--- src/decode_pkg.sv ---
`default_nettype none

package decode_pkg;

    ////////////////////////////////////////////////////////////////////////////
    // widths
    ////////////////////////////////////////////////////////////////////////////
    localparam int PACKET_BYTES = 16;            // one fetch packet
    localparam int POS_W        = 4;             // byte index inside the packet
    localparam int ADDR_W       = 32;
    localparam int LEN_W        = 8;
    localparam int MAX_PREFIXES = 3;
    localparam int REG_W        = 3;

    // prefix bytes
    localparam logic [7:0] PFX_REP    = 8'hF3;
    localparam logic [7:0] PFX_OPSIZE = 8'h66;
    localparam logic [7:0] PFX_ES     = 8'h26;
    localparam logic [7:0] PFX_CS     = 8'h2E;
    localparam logic [7:0] PFX_SS     = 8'h36;
    localparam logic [7:0] PFX_DS     = 8'h3E;
    localparam logic [7:0] PFX_FS     = 8'h64;
    localparam logic [7:0] PFX_GS     = 8'h65;

    // opcode bytes known to the decoder
    localparam logic [7:0] OPC_ESCAPE    = 8'h0F;
    localparam logic [7:0] OPC_ADD_MR    = 8'h01;
    localparam logic [7:0] OPC_ADD_RM    = 8'h03;
    localparam logic [7:0] OPC_ADD_EAX   = 8'h05;
    localparam logic [7:0] OPC_GRP1_IZ   = 8'h81;
    localparam logic [7:0] OPC_GRP1_IB   = 8'h83;
    localparam logic [7:0] OPC_MOV_MR    = 8'h89;
    localparam logic [7:0] OPC_MOV_RM    = 8'h8B;
    localparam logic [7:0] OPC_NOP       = 8'h90;
    localparam logic [7:0] OPC_MOV_RI    = 8'hB8;  // B8..BF, reg in low bits
    localparam logic [7:0] OPC_RET       = 8'hC3;
    localparam logic [7:0] OPC_JMP_REL32 = 8'hE9;
    localparam logic [7:0] OPC_JMP_REL8  = 8'hEB;
    localparam logic [7:0] OPC_JCC_REL   = 8'h80;  // 0F 80..8F
    localparam logic [7:0] OPC_IMUL_RM   = 8'hAF;  // 0F AF

    // same byte seen as modrm or as sib
    typedef union packed {
        struct packed {
            logic [1:0] mod;
            logic [2:0] reg_op;
            logic [2:0] rm;
        } modrm;
        struct packed {
            logic [1:0] scale;
            logic [2:0] index;
            logic [2:0] base;
        } sib;
    } modrm_sib_u;

    // byte 0 sits in the top bits of the packet
    function automatic logic [7:0] pkt_byte(input logic [PACKET_BYTES*8-1:0] pkt,
                                            input logic [POS_W-1:0] idx);
        return pkt[(PACKET_BYTES - 1 - int'(idx))*8 +: 8];
    endfunction

endpackage

`default_nettype wire
--- src/decode_if.sv ---
`timescale 1ns/1ps
`default_nettype none

interface prefix_if;
    import decode_pkg::*;
    logic       rep;
    logic       opsize_ovr;
    logic       seg_valid;
    logic [2:0] seg_sel;       // ES..GS as 0..5
    logic [1:0] num_prefixes;  // 0..3

    modport drv (output rep, opsize_ovr, seg_valid, seg_sel, num_prefixes);
    modport opc (input num_prefixes, opsize_ovr);
endinterface

interface opcode_if;
    import decode_pkg::*;
    logic             has_modrm;
    logic [2:0]       imm_size;  // bytes, 0/1/2/4
    logic             is_br;
    logic [POS_W-1:0] body_pos;  // first byte after the opcode

    modport drv  (output has_modrm, imm_size, is_br, body_pos);
    modport addr (input has_modrm, body_pos);
    modport len  (input has_modrm, imm_size, body_pos);
endinterface

interface addr_if;
    import decode_pkg::*;
    logic [REG_W-1:0] reg_field;
    logic [REG_W-1:0] base_reg;
    logic [REG_W-1:0] index_reg;
    logic [1:0]       scale;
    logic             use_base;
    logic             use_index;
    logic             has_sib;
    logic [2:0]       disp_size;  // bytes, 0/1/4

    modport drv (output reg_field, base_reg, index_reg, scale, use_base, use_index,
                 has_sib, disp_size);
    modport len (input has_sib, disp_size);
endinterface

`default_nettype wire

--- src/decode_top.sv ---
`timescale 1ns/1ps
`default_nettype none

module decode_top (
    input  logic                                  clk,
    input  logic                                  rst_n,
    input  logic                                  valid_in,
    input  logic [decode_pkg::PACKET_BYTES*8-1:0] packet_in,  // byte 0 in top bits
    input  logic                                  queue_full_stall,
    input  logic                                  is_init,
    input  logic [decode_pkg::ADDR_W-1:0]         init_eip,
    input  logic                                  is_resteer,
    input  logic [decode_pkg::ADDR_W-1:0]         wb_eip,
    input  logic                                  is_br_taken,
    input  logic [decode_pkg::ADDR_W-1:0]         bp_eip,
    output logic                                  valid_out,
    output logic                                  stall_out,
    output logic                                  rep_out,
    output logic                                  opsize_ovr_out,
    output logic                                  seg_valid_out,
    output logic [2:0]                            seg_sel_out,
    output logic [decode_pkg::REG_W-1:0]          reg_field_out,
    output logic [decode_pkg::REG_W-1:0]          base_reg_out,
    output logic [decode_pkg::REG_W-1:0]          index_reg_out,
    output logic [1:0]                            scale_out,
    output logic                                  use_base_out,
    output logic                                  use_index_out,
    output logic                                  is_br_out,
    output logic [decode_pkg::ADDR_W-1:0]         disp_out,
    output logic [decode_pkg::ADDR_W-1:0]         imm_out,
    output logic [decode_pkg::LEN_W-1:0]          d_length,
    output logic [decode_pkg::ADDR_W-1:0]         eip_out,
    output logic [decode_pkg::ADDR_W-1:0]         latched_eip_out
);
    import decode_pkg::*;

    logic [LEN_W-1:0] decoded_length;  // before redirect zeroing

    prefix_if pfx_bus ();
    opcode_if opc_bus ();
    addr_if   addr_bus ();

    ////////////////////////////////////////////////////////////////////////////
    // decode chain
    ////////////////////////////////////////////////////////////////////////////
    prefix_decode u_prefix_decode (.packet(packet_in), .pfx(pfx_bus));

    opcode_decode u_opcode_decode (.packet(packet_in), .pfx(pfx_bus), .opc(opc_bus));

    modrm_decode u_modrm_decode (.packet(packet_in), .opc(opc_bus), .addr(addr_bus));

    disp_imm_length u_disp_imm_length (
        .packet (packet_in),
        .opc    (opc_bus),
        .addr   (addr_bus),
        .disp   (disp_out),
        .imm    (imm_out),
        .length (decoded_length)
    );

    ////////////////////////////////////////////////////////////////////////////
    // instruction pointer
    ////////////////////////////////////////////////////////////////////////////
    eip_control u_eip_control (
        .clk              (clk),
        .rst_n            (rst_n),
        .valid_in         (valid_in),
        .queue_full_stall (queue_full_stall),
        .is_init          (is_init),
        .is_resteer       (is_resteer),
        .is_br_taken      (is_br_taken),
        .init_eip         (init_eip),
        .wb_eip           (wb_eip),
        .bp_eip           (bp_eip),
        .decoded_length   (decoded_length),
        .d_length         (d_length),
        .latched_eip      (latched_eip_out),
        .eip_next         (eip_out)
    );

    // level pass through, no handshake
    assign valid_out      = valid_in;
    assign stall_out      = queue_full_stall;
    assign rep_out        = pfx_bus.rep;
    assign opsize_ovr_out = pfx_bus.opsize_ovr;
    assign seg_valid_out  = pfx_bus.seg_valid;
    assign seg_sel_out    = pfx_bus.seg_sel;
    assign is_br_out      = opc_bus.is_br;
    assign reg_field_out  = addr_bus.reg_field;
    assign base_reg_out   = addr_bus.base_reg;
    assign index_reg_out  = addr_bus.index_reg;
    assign scale_out      = addr_bus.scale;
    assign use_base_out   = addr_bus.use_base;
    assign use_index_out  = addr_bus.use_index;

endmodule

`default_nettype wire

--- src/eip_control.sv ---
`timescale 1ns/1ps
`default_nettype none

module eip_control (
    input  logic                          clk,
    input  logic                          rst_n,
    input  logic                          valid_in,
    input  logic                          queue_full_stall,
    input  logic                          is_init,
    input  logic                          is_resteer,
    input  logic                          is_br_taken,
    input  logic [decode_pkg::ADDR_W-1:0] init_eip,
    input  logic [decode_pkg::ADDR_W-1:0] wb_eip,
    input  logic [decode_pkg::ADDR_W-1:0] bp_eip,
    input  logic [decode_pkg::LEN_W-1:0]  decoded_length,
    output logic [decode_pkg::LEN_W-1:0]  d_length,
    output logic [decode_pkg::ADDR_W-1:0] latched_eip,
    output logic [decode_pkg::ADDR_W-1:0] eip_next
);
    import decode_pkg::*;

    logic              is_cf;   // any redirect this cycle
    logic              ld_eip;
    logic [ADDR_W-1:0] cf_eip;

    assign is_cf  = is_init | is_resteer | is_br_taken;
    assign cf_eip = is_init    ? init_eip :  // init beats writeback beats bp
                    is_resteer ? wb_eip   : bp_eip;

    assign d_length = is_cf ? '0 : decoded_length;
    assign eip_next = latched_eip + ADDR_W'(d_length);

    // redirect loads even while the queue is full
    assign ld_eip = (valid_in & ~queue_full_stall) | is_cf;

    always_ff @(posedge clk or negedge rst_n) begin
        if (!rst_n) begin
            latched_eip <= '0;
        end else if (ld_eip) begin
            latched_eip <= is_cf ? cf_eip : eip_next;
        end
    end

endmodule

`default_nettype wire

--- src/disp_imm_length.sv ---
`timescale 1ns/1ps
`default_nettype none

module disp_imm_length (
    input  logic [decode_pkg::PACKET_BYTES*8-1:0] packet,
    opcode_if.len                                 opc,
    addr_if.len                                   addr,
    output logic [decode_pkg::ADDR_W-1:0]         disp,
    output logic [decode_pkg::ADDR_W-1:0]         imm,
    output logic [decode_pkg::LEN_W-1:0]          length
);
    import decode_pkg::*;

    logic [POS_W-1:0] disp_pos;  // after modrm and sib
    logic [POS_W-1:0] imm_pos;   // after the displacement, also the body end

    // little endian field, sign extended from its own size
    function automatic logic [ADDR_W-1:0] read_le(input logic [PACKET_BYTES*8-1:0] pkt,
                                                  input logic [POS_W-1:0] pos,
                                                  input logic [2:0] size);
        logic [ADDR_W-1:0] raw;
        raw = {pkt_byte(pkt, pos + POS_W'(3)), pkt_byte(pkt, pos + POS_W'(2)),
               pkt_byte(pkt, pos + POS_W'(1)), pkt_byte(pkt, pos)};
        case (size)
            3'd1:    return {{24{raw[7]}}, raw[7:0]};
            3'd2:    return {{16{raw[15]}}, raw[15:0]};
            3'd4:    return raw;
            default: return '0; // field absent
        endcase
    endfunction

    assign disp_pos = opc.body_pos + POS_W'(opc.has_modrm) + POS_W'(addr.has_sib);
    assign imm_pos  = disp_pos + POS_W'(addr.disp_size);

    assign disp = read_le(packet, disp_pos, addr.disp_size);
    assign imm  = read_le(packet, imm_pos, opc.imm_size);

    // prefixes + opcode + modrm + sib + disp + imm
    assign length = LEN_W'(imm_pos) + LEN_W'(opc.imm_size);

endmodule

`default_nettype wire

--- src/modrm_decode.sv ---
`timescale 1ns/1ps
`default_nettype none

module modrm_decode (
    input  logic [decode_pkg::PACKET_BYTES*8-1:0] packet,
    opcode_if.addr                                opc,
    addr_if.drv                                   addr
);
    import decode_pkg::*;

    modrm_sib_u modrm;
    modrm_sib_u sib;

    assign modrm = pkt_byte(packet, opc.body_pos);
    assign sib   = pkt_byte(packet, opc.body_pos + POS_W'(1));

    ////////////////////////////////////////////////////////////////////////////
    // 32 bit addressing forms
    ////////////////////////////////////////////////////////////////////////////
    always_comb begin
        addr.reg_field = '0;
        addr.base_reg  = '0;
        addr.index_reg = '0;
        addr.scale     = 2'd0;
        addr.use_base  = 1'b0;
        addr.use_index = 1'b0;
        addr.has_sib   = 1'b0;
        addr.disp_size = 3'd0;
        if (opc.has_modrm) begin
            addr.reg_field = modrm.modrm.reg_op;
            if (modrm.modrm.mod == 2'b11) begin
                addr.base_reg = modrm.modrm.rm;    // register direct
                addr.use_base = 1'b1;
            end else begin
                case (modrm.modrm.mod)
                    2'b01:   addr.disp_size = 3'd1;
                    2'b10:   addr.disp_size = 3'd4;
                    default: addr.disp_size = 3'd0;
                endcase
                if (modrm.modrm.rm == 3'b100) begin
                    addr.has_sib = 1'b1;
                    addr.scale   = sib.sib.scale;
                    if (sib.sib.index != 3'b100) begin // 100 means no index
                        addr.index_reg = sib.sib.index;
                        addr.use_index = 1'b1;
                    end
                    if (sib.sib.base == 3'b101 && modrm.modrm.mod == 2'b00) begin
                        addr.disp_size = 3'd4;         // no base, disp32
                    end else begin
                        addr.base_reg = sib.sib.base;
                        addr.use_base = 1'b1;
                    end
                end else if (modrm.modrm.mod == 2'b00 && modrm.modrm.rm == 3'b101) begin
                    addr.disp_size = 3'd4;             // absolute disp32
                end else begin
                    addr.base_reg = modrm.modrm.rm;
                    addr.use_base = 1'b1;
                end
            end
        end
    end

endmodule

`default_nettype wire

--- src/opcode_decode.sv ---
`timescale 1ns/1ps
`default_nettype none

module opcode_decode (
    input  logic [decode_pkg::PACKET_BYTES*8-1:0] packet,
    prefix_if.opc                                 pfx,
    opcode_if.drv                                 opc
);
    import decode_pkg::*;

    logic [POS_W-1:0] op_pos;
    logic [7:0]       op0;   // primary opcode
    logic [7:0]       op1;   // second byte after 0F
    logic [2:0]       imm_z; // 4, or 2 under 66

    assign op_pos = POS_W'(pfx.num_prefixes);
    assign op0    = pkt_byte(packet, op_pos);
    assign op1    = pkt_byte(packet, op_pos + POS_W'(1));
    assign imm_z  = pfx.opsize_ovr ? 3'd2 : 3'd4;

    ////////////////////////////////////////////////////////////////////////////
    // opcode table
    ////////////////////////////////////////////////////////////////////////////
    always_comb begin
        opc.has_modrm = 1'b0;
        opc.imm_size  = 3'd0;
        opc.is_br     = 1'b0;
        opc.body_pos  = op_pos + POS_W'(1);
        if (op0 == OPC_ESCAPE) begin
            opc.body_pos = op_pos + POS_W'(2);      // two byte opcode
            if (op1[7:4] == OPC_JCC_REL[7:4]) begin // jcc rel32
                opc.imm_size = imm_z;
                opc.is_br    = 1'b1;
            end else if (op1 == OPC_IMUL_RM) begin
                opc.has_modrm = 1'b1;
            end
        end else begin
            case (op0)
                OPC_ADD_MR, OPC_ADD_RM, OPC_MOV_MR, OPC_MOV_RM: begin
                    opc.has_modrm = 1'b1;
                end
                OPC_ADD_EAX: opc.imm_size = imm_z;
                OPC_GRP1_IZ: begin
                    opc.has_modrm = 1'b1;
                    opc.imm_size  = imm_z;
                end
                OPC_GRP1_IB: begin
                    opc.has_modrm = 1'b1;
                    opc.imm_size  = 3'd1;
                end
                OPC_JMP_REL8: begin
                    opc.imm_size = 3'd1;
                    opc.is_br    = 1'b1;
                end
                OPC_JMP_REL32: begin
                    opc.imm_size = imm_z;
                    opc.is_br    = 1'b1;
                end
                OPC_NOP, OPC_RET: opc.imm_size = 3'd0; // single byte
                default: begin
                    if (op0[7:3] == OPC_MOV_RI[7:3]) begin // mov r32, imm
                        opc.imm_size = imm_z;
                    end
                end
            endcase
        end
    end

endmodule

`default_nettype wire

--- src/prefix_decode.sv ---
`timescale 1ns/1ps
`default_nettype none

module prefix_decode (
    input  logic [decode_pkg::PACKET_BYTES*8-1:0] packet,
    prefix_if.drv                                 pfx
);
    import decode_pkg::*;

    logic       rep;
    logic       opsize;
    logic       seg_valid;
    logic [2:0] seg_sel;
    logic [1:0] cnt;

    // walk the leading bytes, stop at the first non prefix
    always_comb begin
        logic [7:0] b;
        logic       stop;
        rep       = 1'b0;
        opsize    = 1'b0;
        seg_valid = 1'b0;
        seg_sel   = 3'd0;
        cnt       = 2'd0;
        stop      = 1'b0;
        for (int i = 0; i < MAX_PREFIXES; i++) begin
            b = pkt_byte(packet, POS_W'(i));
            if (!stop) begin
                case (b)
                    PFX_REP:    rep = 1'b1;
                    PFX_OPSIZE: opsize = 1'b1;
                    PFX_ES:     begin seg_valid = 1'b1; seg_sel = 3'd0; end
                    PFX_CS:     begin seg_valid = 1'b1; seg_sel = 3'd1; end
                    PFX_SS:     begin seg_valid = 1'b1; seg_sel = 3'd2; end
                    PFX_DS:     begin seg_valid = 1'b1; seg_sel = 3'd3; end
                    PFX_FS:     begin seg_valid = 1'b1; seg_sel = 3'd4; end
                    PFX_GS:     begin seg_valid = 1'b1; seg_sel = 3'd5; end
                    default:    stop = 1'b1;  // opcode reached
                endcase
                if (!stop) begin
                    cnt = cnt + 2'd1;
                end
            end
        end
    end

    assign pfx.rep          = rep;
    assign pfx.opsize_ovr   = opsize;
    assign pfx.seg_valid    = seg_valid;
    assign pfx.seg_sel      = seg_sel;      // later segment prefix overwrote earlier
    assign pfx.num_prefixes = cnt;

endmodule

`default_nettype wire

--- config.mk ---
export PLATFORM = sky130hd
export DESIGN_NAME = decode_top
export DESIGN_NICKNAME = d
export VERILOG_FILES = /design/src/decode_pkg.sv /design/src/decode_if.sv /design/src/decode_top.sv /design/src/eip_control.sv /design/src/disp_imm_length.sv /design/src/modrm_decode.sv /design/src/opcode_decode.sv /design/src/prefix_decode.sv
export SDC_FILE = /design/constraint.sdc
export NUM_CORES = 1
export LEC_CHECK = 0
export ABC_AREA = 0
export ABC_CLOCK_PERIOD_IN_PS = 25400
export CAP_MARGIN = 20
export CORE_ASPECT_RATIO = 0.75
export CORE_MARGIN = 1
export CORE_UTILIZATION = 66
export CTS_BUF_LIST = sky130_fd_sc_hd__clkbuf_2 sky130_fd_sc_hd__clkbuf_4 sky130_fd_sc_hd__clkbuf_8
export DETAILED_ROUTE_END_ITERATION = 12
export DONT_BUFFER_PORTS = 1
export HOLD_SLACK_MARGIN = 0.1
export PLACE_DENSITY = 0.82
export SYNTH_ARGS = -nofsm -noshare
export SYNTH_HDL_FRONTEND = slang
export SYNTH_SLANG_ARGS = --single-unit
--- constraint.sdc ---
create_clock -name clk -period 25.4 [get_ports clk]
set_clock_uncertainty 0.2 [all_clocks]
set_input_delay 1.27 -clock clk [delete_from_list [all_inputs] [get_ports clk]]
set_output_delay 1.27 -clock clk [all_outputs]
set_load 0.01 [all_outputs]
Word level (Yosys, flattened, before mapping)
Index checks and enable logic that the tools add are counted.

storage, ports and cells
  word-level logic and storage cells = 192
  bits of input ports = 231
  output and inout bits = 158
  flip-flop bits (word level) = 32

operators by class
  bitwise gates (word level) = 5
  eq/ne operators = 52
  reduce and logical (&&, ||, !) cells = 14
  shift operators = 12
  muxes and demuxes = 80
  $add $sub $neg = 28

operators with widths
  operator                                                               count
  128-bit by 32-bit variable part select with 8-bit output               12
  32-bit one-hot mux with 3 select lines                                 2
  8-bit by 6-bit equality test with 1-bit output, second input constant  12
  8-bit equality test, second input constant                             12
  32-bit 2-to-1 mux                                                      3
  8-bit by 7-bit equality test with 1-bit output, second input constant  9
  3-bit 2-to-1 mux                                                       21
  4-bit by 4-bit subtractor with 5-bit output, first input constant      11
  1-bit 2-to-1 mux                                                       40
  3-bit one-hot mux with 6 select lines                                  2
  32-bit by 8-bit adder with 32-bit output                               1
  6-bit OR reduction                                                     5
  8-bit OR reduction                                                     3
  4-bit by 2-bit adder with 4-bit output, second input constant          4
  3-bit equality test, second input constant                             5
  3-bit one-hot mux with 5 select lines                                  1
  2-bit 2-to-1 mux                                                       7
  4-bit by 1-bit adder with 4-bit output, second input constant          3
  3-bit one-hot mux with 3 select lines                                  1
  4-bit by 1-bit adder with 4-bit output                                 2
  8-bit by 1-bit equality test with 1-bit output, second input constant  1
  8-bit by 2-bit equality test with 1-bit output, second input constant  1
  8-bit by 3-bit equality test with 1-bit output, second input constant  1
  8-bit by 4-bit equality test with 1-bit output, second input constant  1
  24 further kinds                                                       31

Logic depth before layout (Yosys ltp)
  depth after elaboration = 27
  depth in mapped cells = 45
  mapped depth without buffers = 39

Hierarchy
A second synthesis with hierarchy kept.

unflattened totals
  cells, all modules = 1388
  area total of the unflattened synthesis = 15574.9 µm²

modules (own cells, without submodules)
  module           times used  area each (µm²)  cells each  sequential area each (µm²)
  disp_imm_length  1           8863.5           665         0.0
  eip_control      1           3051.7           395         800.8
  modrm_decode     1           2373.5           173         0.0
  opcode_decode    1           789.5            85          0.0
  prefix_decode    1           481.7            68          0.0
  decode_top       1           15.0             2           0.0

Worst setup path after synthesis
No wires, ideal clock.

  path type = input port to output port
  from = input port packet_in[112] in the netlist's numbering
  to = output port eip_out[26] in the netlist's numbering
  buffers on the path = 5
  required time = 23.930 ns
  slack = 12.630 ns
  arrival time = 11.300 ns
  stages = 42
  path through = nand2b_1 -> nor4b_4 -> a21oi_2 -> o21ai_4 -> inv_2 -> buf_1 -> ha_1 -> clkbuf_1 -> mux2_2 -> a211oi_1 -> a211oi_1 -> a2111oi_0 -> mux2i_1 -> a211oi_2 -> nand2_1 -> nor2_1 -> xnor2_1 -> ha_1 -> [6 not listed] -> clkbuf_1 -> buf_1 -> ha_1 -> a21oi_1 -> xnor2_1 -> nor2_1 -> ha_1 -> o21a_1 -> o21ai_0 -> a21oi_1 -> nand3_1 -> nor2_1 -> nand3_1 -> or2_2 -> nor2_1 -> nand3_1 -> nor2_1 -> xor2_1

on the way
  longest elaborated chain between the ends = 26
  elaborated cells between the ends (all ways) = 85
  classes of those cells = add/sub: 13; eq/ne: 29; shift: 4; mux: 31; reduce/logical: 8

RTL lines
  element                                      line                   RTL
  start, declared                              decode_top.sv:8        input logic [decode_pkg::PACKET_BYTES*8-1:0] packet_in,
  8-bit equality test (tied with other cells)  prefix_decode.sv:29    case (b)
  8-bit OR reduction (no line)                 n/a
  1-bit 2-to-1 mux                             prefix_decode.sv:29
  1-bit 2-to-1 mux                             prefix_decode.sv:28    if (!stop) begin
  2-bit 2-to-1 mux                             prefix_decode.sv:40    if (!stop) begin
  2-bit 2-to-1 mux                             prefix_decode.sv:28
  2-bit by 1-bit adder with 2-bit output       prefix_decode.sv:41    cnt = cnt + 2'd1;
  2-bit 2-to-1 mux                             prefix_decode.sv:40
  [11 not listed]                              n/a
  3-bit 2-to-1 mux                             modrm_decode.sv:40     if (modrm.modrm.rm == 3'b100) begin
  3-bit 2-to-1 mux                             modrm_decode.sv:31     if (modrm.modrm.mod == 2'b11) begin
  3-bit 2-to-1 mux                             modrm_decode.sv:29     if (opc.has_modrm) begin
  4-bit by 3-bit adder with 4-bit output       disp_imm_length.sv:33  assign imm_pos = disp_pos + POS_W'(addr.disp_size);
  4-bit by 3-bit adder with 5-bit output *     disp_imm_length.sv:39  assign length = LEN_W'(imm_pos) + LEN_W'(opc.imm_size);
  5-bit 2-to-1 mux *                           eip_control.sv:30      assign d_length = is_cf ? '0 : decoded_length;
  net d_length (one bit)                       decode_top.sv:31       output logic [decode_pkg::LEN_W-1:0] d_length,
  32-bit by 8-bit adder with 32-bit output *   eip_control.sv:31      assign eip_next = latched_eip + ADDR_W'(d_length);
  end, declared                                decode_top.sv:32       output logic [decode_pkg::ADDR_W-1:0] eip_out,

The timed path passes the listed nets; every way through them passes the cells marked *. The select of a mux whose other input is x is not followed.

Worst setup path after layout
  from = input port packet_in[112] in the netlist's numbering
  to = output port eip_out[30] in the netlist's numbering

The elaborated chain is that of the path after synthesis.

==> results.json <==
{
  "status": "completed",
  "synth-seq-area-share": 0.05208,
  "hold_ws_ps": 382.8,
  "crit-reg2reg-capture": "u_eip_control.latched_eip[30]",
  "synth_cell_type_count": 89,
  "h-tree-depth": 2,
  "clockPowerShare": 0.127,
  "design.die.area_um2": 23920,
  "vias_in_the_first_global_route": 14880,
  "clock_tree_root_buffer_cell": "clkbuf_8",
  "worst_pin_slew_ps": 1212,
  "floorplan.io_pins": 389,
  "power.net_switching_mw": 0.1339,
  "clkLatencyLatePin_ps": 310,
  "critical_path_class": "in2out",
  "synth_edf_count": 0,
  "hold_end": "u_eip_control.latched_eip[0]",
  "grt_pass1_wl_um": 97570,
  "placed_cells_incl_taps": 1668,
  "register_name_with_the_most_flops": "u_eip_control.latched_eip",
  "tritoncts_clock_tree": "done",
  "globalRoute.totalOverflow": 0,
  "setup_viol_count_final": 0,
  "dpl.hpwl_um": 49330,
  "largest_register_ffs": 32,
  "final_cell_count_no_fill": 1679,
  "hold_violations": 0,
  "synthesis.area_per_instance_um2": 10.00,
  "fillCellCount": 1626,
  "ctsHoldBuffers": 0,
  "reg_top3": "u_eip_control.latched_eip x32",
  "chipHeight_um": 134.2,
  "antenna_found_initial": 2,
  "internal_power_mw": 0.1898,
  "setup_tns_ps": 0,
  "cp.arrival_ps": 13000,
  "crit_buf_inv": 4,
  "crit-reg2reg-launch": "u_eip_control.latched_eip[0]",
  "post-synth-top-area-fraction": 0.4556,
  "worst_r2r_path_depth": 16,
  "timing.hold.worst_path_depth": 2,
  "die-width_um": 178.2,
  "first_iter_violations": 3131,
  "via_count": 15900,
  "place_congestion": 1.108,
  "place_area_um2": 15320,
  "design_area_um2": 15440,
  "vdd_ir_drop_max_v": 0.00002376,
  "synth_top_flop_cell": "dfrtp_1",
  "synthArstFlopShare": 1.000,
  "flow.area_growth_from_synthesis_pct": 0.4316,
  "post_cts.resized_instances": 0,
  "cts-root-to-sink-buffers": 2,
  "max_freq_mhz": 69.10,
  "drc": 0,
  "critPathRequiredTime_ps": 23930,
  "worst-path-max-fanout": 37,
  "placement.io_buffers": 0,
  "p_seq_frac": 0.220,
  "initial_core_util": 0.6844,
  "timing.final.crit_share": 0.5698,
  "synth_top_cells_by_area": "mux4_2 (46%), mux2i_1 (5.8%), dfrtp_1 (5.2%), clkbuf_1 (3.6%), nand2_1 (2.9%)",
  "share_of_post_route_cells_with_drive_strength_above_1": 0.3049,
  "slew_headroom": 0.1912,
  "drt_wl_total_um": 67820,
  "crit_cells": 40,
  "min_path_type": "reg2reg",
  "fp-row-count": 47,
  "p_leak_nw": 5.561,
  "setup_repair_after_global_routing_missed_its_margin": "no",
  "fp.coreArea_um2": 22460,
  "grt_max_degree": 67,
  "postCtsSetupRepairBufs": 0,
  "ff2ff_setup_slack_ps": 20910,
  "routedWlPerCell_um": 40.39,
  "cts_sinks": 32,
  "maxCapViolations": 0,
  "synthesis.instances": 1537,
  "fin_nets": 1643,
  "drtAntennaViolNets": 0,
  "cts_buffers": 5,
  "pwr-share-comb": 0.653,
  "power-per-cell-area_nw_per_um2": 20.96,
  "synth_area_um2": 15370,
  "min_period_ps": 14470,
  "switching_share": 0.4137,
  "clkTransAtPathRegs_ps": 70,
  "yosys_warnings": 0,
  "ys_seq_elements": 32,
  "timing.critical_path.slowest_cell_delay_ps": 880,
  "dr.pass1.iters": 8,
  "cp-start-kind": "primary input",
  "timing.critical_path.slowest_stage_cell": "ha_1",
  "grt.total_usage": 0.5630,
  "hp-start": "u_eip_control.latched_eip[0]",
  "drt-vias-per-instance": 9.468,
  "crit_path_max_delay_family": "simple AND/OR/NAND/NOR gates",
  "report.final.slew_viol_count": 0,
  "synth_area_leader_cell": "mux4_2",
  "setup.worst_path.end_class": "output pin"
}
[final cells by class]
cell class	count	area, um2	share of cell area
antenna	1	2.502	0.0001621
clock buffer	6	76.32	0.004943
clock inverter	1	5.005	0.0003241
inverter	39	147.6	0.009562
multi-input combinational	1272	13750	0.8905
sequential	32	800.8	0.05186
tap	294	367.9	0.02382
timing repair buffer	34	290.3	0.01880
[metrics by stage]
| stage | worst slack, ps | power [mW] | util |
|---|---|---|---|
| after floorplan | 12630 | 0.2480 | - |
| after global placement | 11660 | 0.2702 | 0.6807 |
| after detailed placement | 11370 | 0.2756 | 0.6820 |
| after CTS | 11300 | 0.3165 | 0.6856 |
| after global routing | 10150 | 0.3367 | 0.6873 |
| final | 10930 | 0.3237 | 0.6874 |
[metal layers]
metal,wire length [um],global-route usage,vias up
met4,4454,0.2514,4
met3,14310,0.3291,480
met1,21990,0.7350,7472
met2,26960,0.7462,2062
met5,100,0.03333,-
li1,-,-,5878
[power groups by stage]
stage	clock network [mW]	registers [mW]	logic (mW)
finish	0.0411	0.0713	0.211
global route	0.0442	0.0716	0.221
CTS	0.0408	0.0706	0.205
detailed placement	0	0.0715	0.204
global placement	0	0.0710	0.199
floorplan	0	0.0674	0.181
[cell usage after synthesis (22+ instances only)]
master / n
mux4_2: 311
a21oi_1: 81
clkbuf_1: 148
and2_1: 36
xnor2_1: 34
nand2_1: 120
o21ai_0: 48
mux2i_1: 89
o31ai_1: 25
and3_1: 27
dfrtp_1: 32
nor2_1: 94
ha_1: 26
inv_1: 34
a211oi_1: 32
mux2_2: 22
[cell families (layout without fill, tap and decap cells)]
group / Yosys count / count (layout) / share of synthesized area
AO/OA/AOI/OAI: 339 / 339 / 0.1489
XOR/XNOR: 62 / 62 / 0.04338
flip-flops: 32 / 32 / 0.05208
multiplexers: 425 / 425 / 0.5327
adder cells (fa/ha/maj): 28 / 28 / 0.02376
buffers and inverters: 235 / 80 / 0.06209
AND/OR/NAND/NOR: 415 / 415 / 0.1368
other: 1 / 4 / 0.0002439
[worst max path at each step]
| stage | from | end |
|---|---|---|
| final | packet_in[112] | eip_out[30] |
| after global routing | packet_in[116] | eip_out[26] |
| after CTS | packet_in[112] | eip_out[30] |
| after detailed placement | packet_in[112] | eip_out[30] |
| after global placement | packet_in[112] | eip_out[30] |
| after floorplan | packet_in[112] | eip_out[26] |
[worst min-delay path: stages, from the launching register on]
cell and delay, ps:
dfrtp_1 420, nand2_1 60, o21ai_0 70
[cell usage in the layout, fill, tap and decap left out, types with 20 or more instances in the layout]
master	count
nor3_1	20
a211oi_1	32
mux2_2	22
and3_1	27
o31ai_1	25
dfrtp_1	32
nand2_1	120
a21oi_1	81
xnor2_1	32
nand2b_1	20
o21ai_0	48
mux2i_1	89
ha_1	23
nor2_1	94
o221ai_1	20
mux4_2	311
inv_1	33
buf_4	30
nand3_1	20
and2_1	36
(Power assumes the default switching activity.)
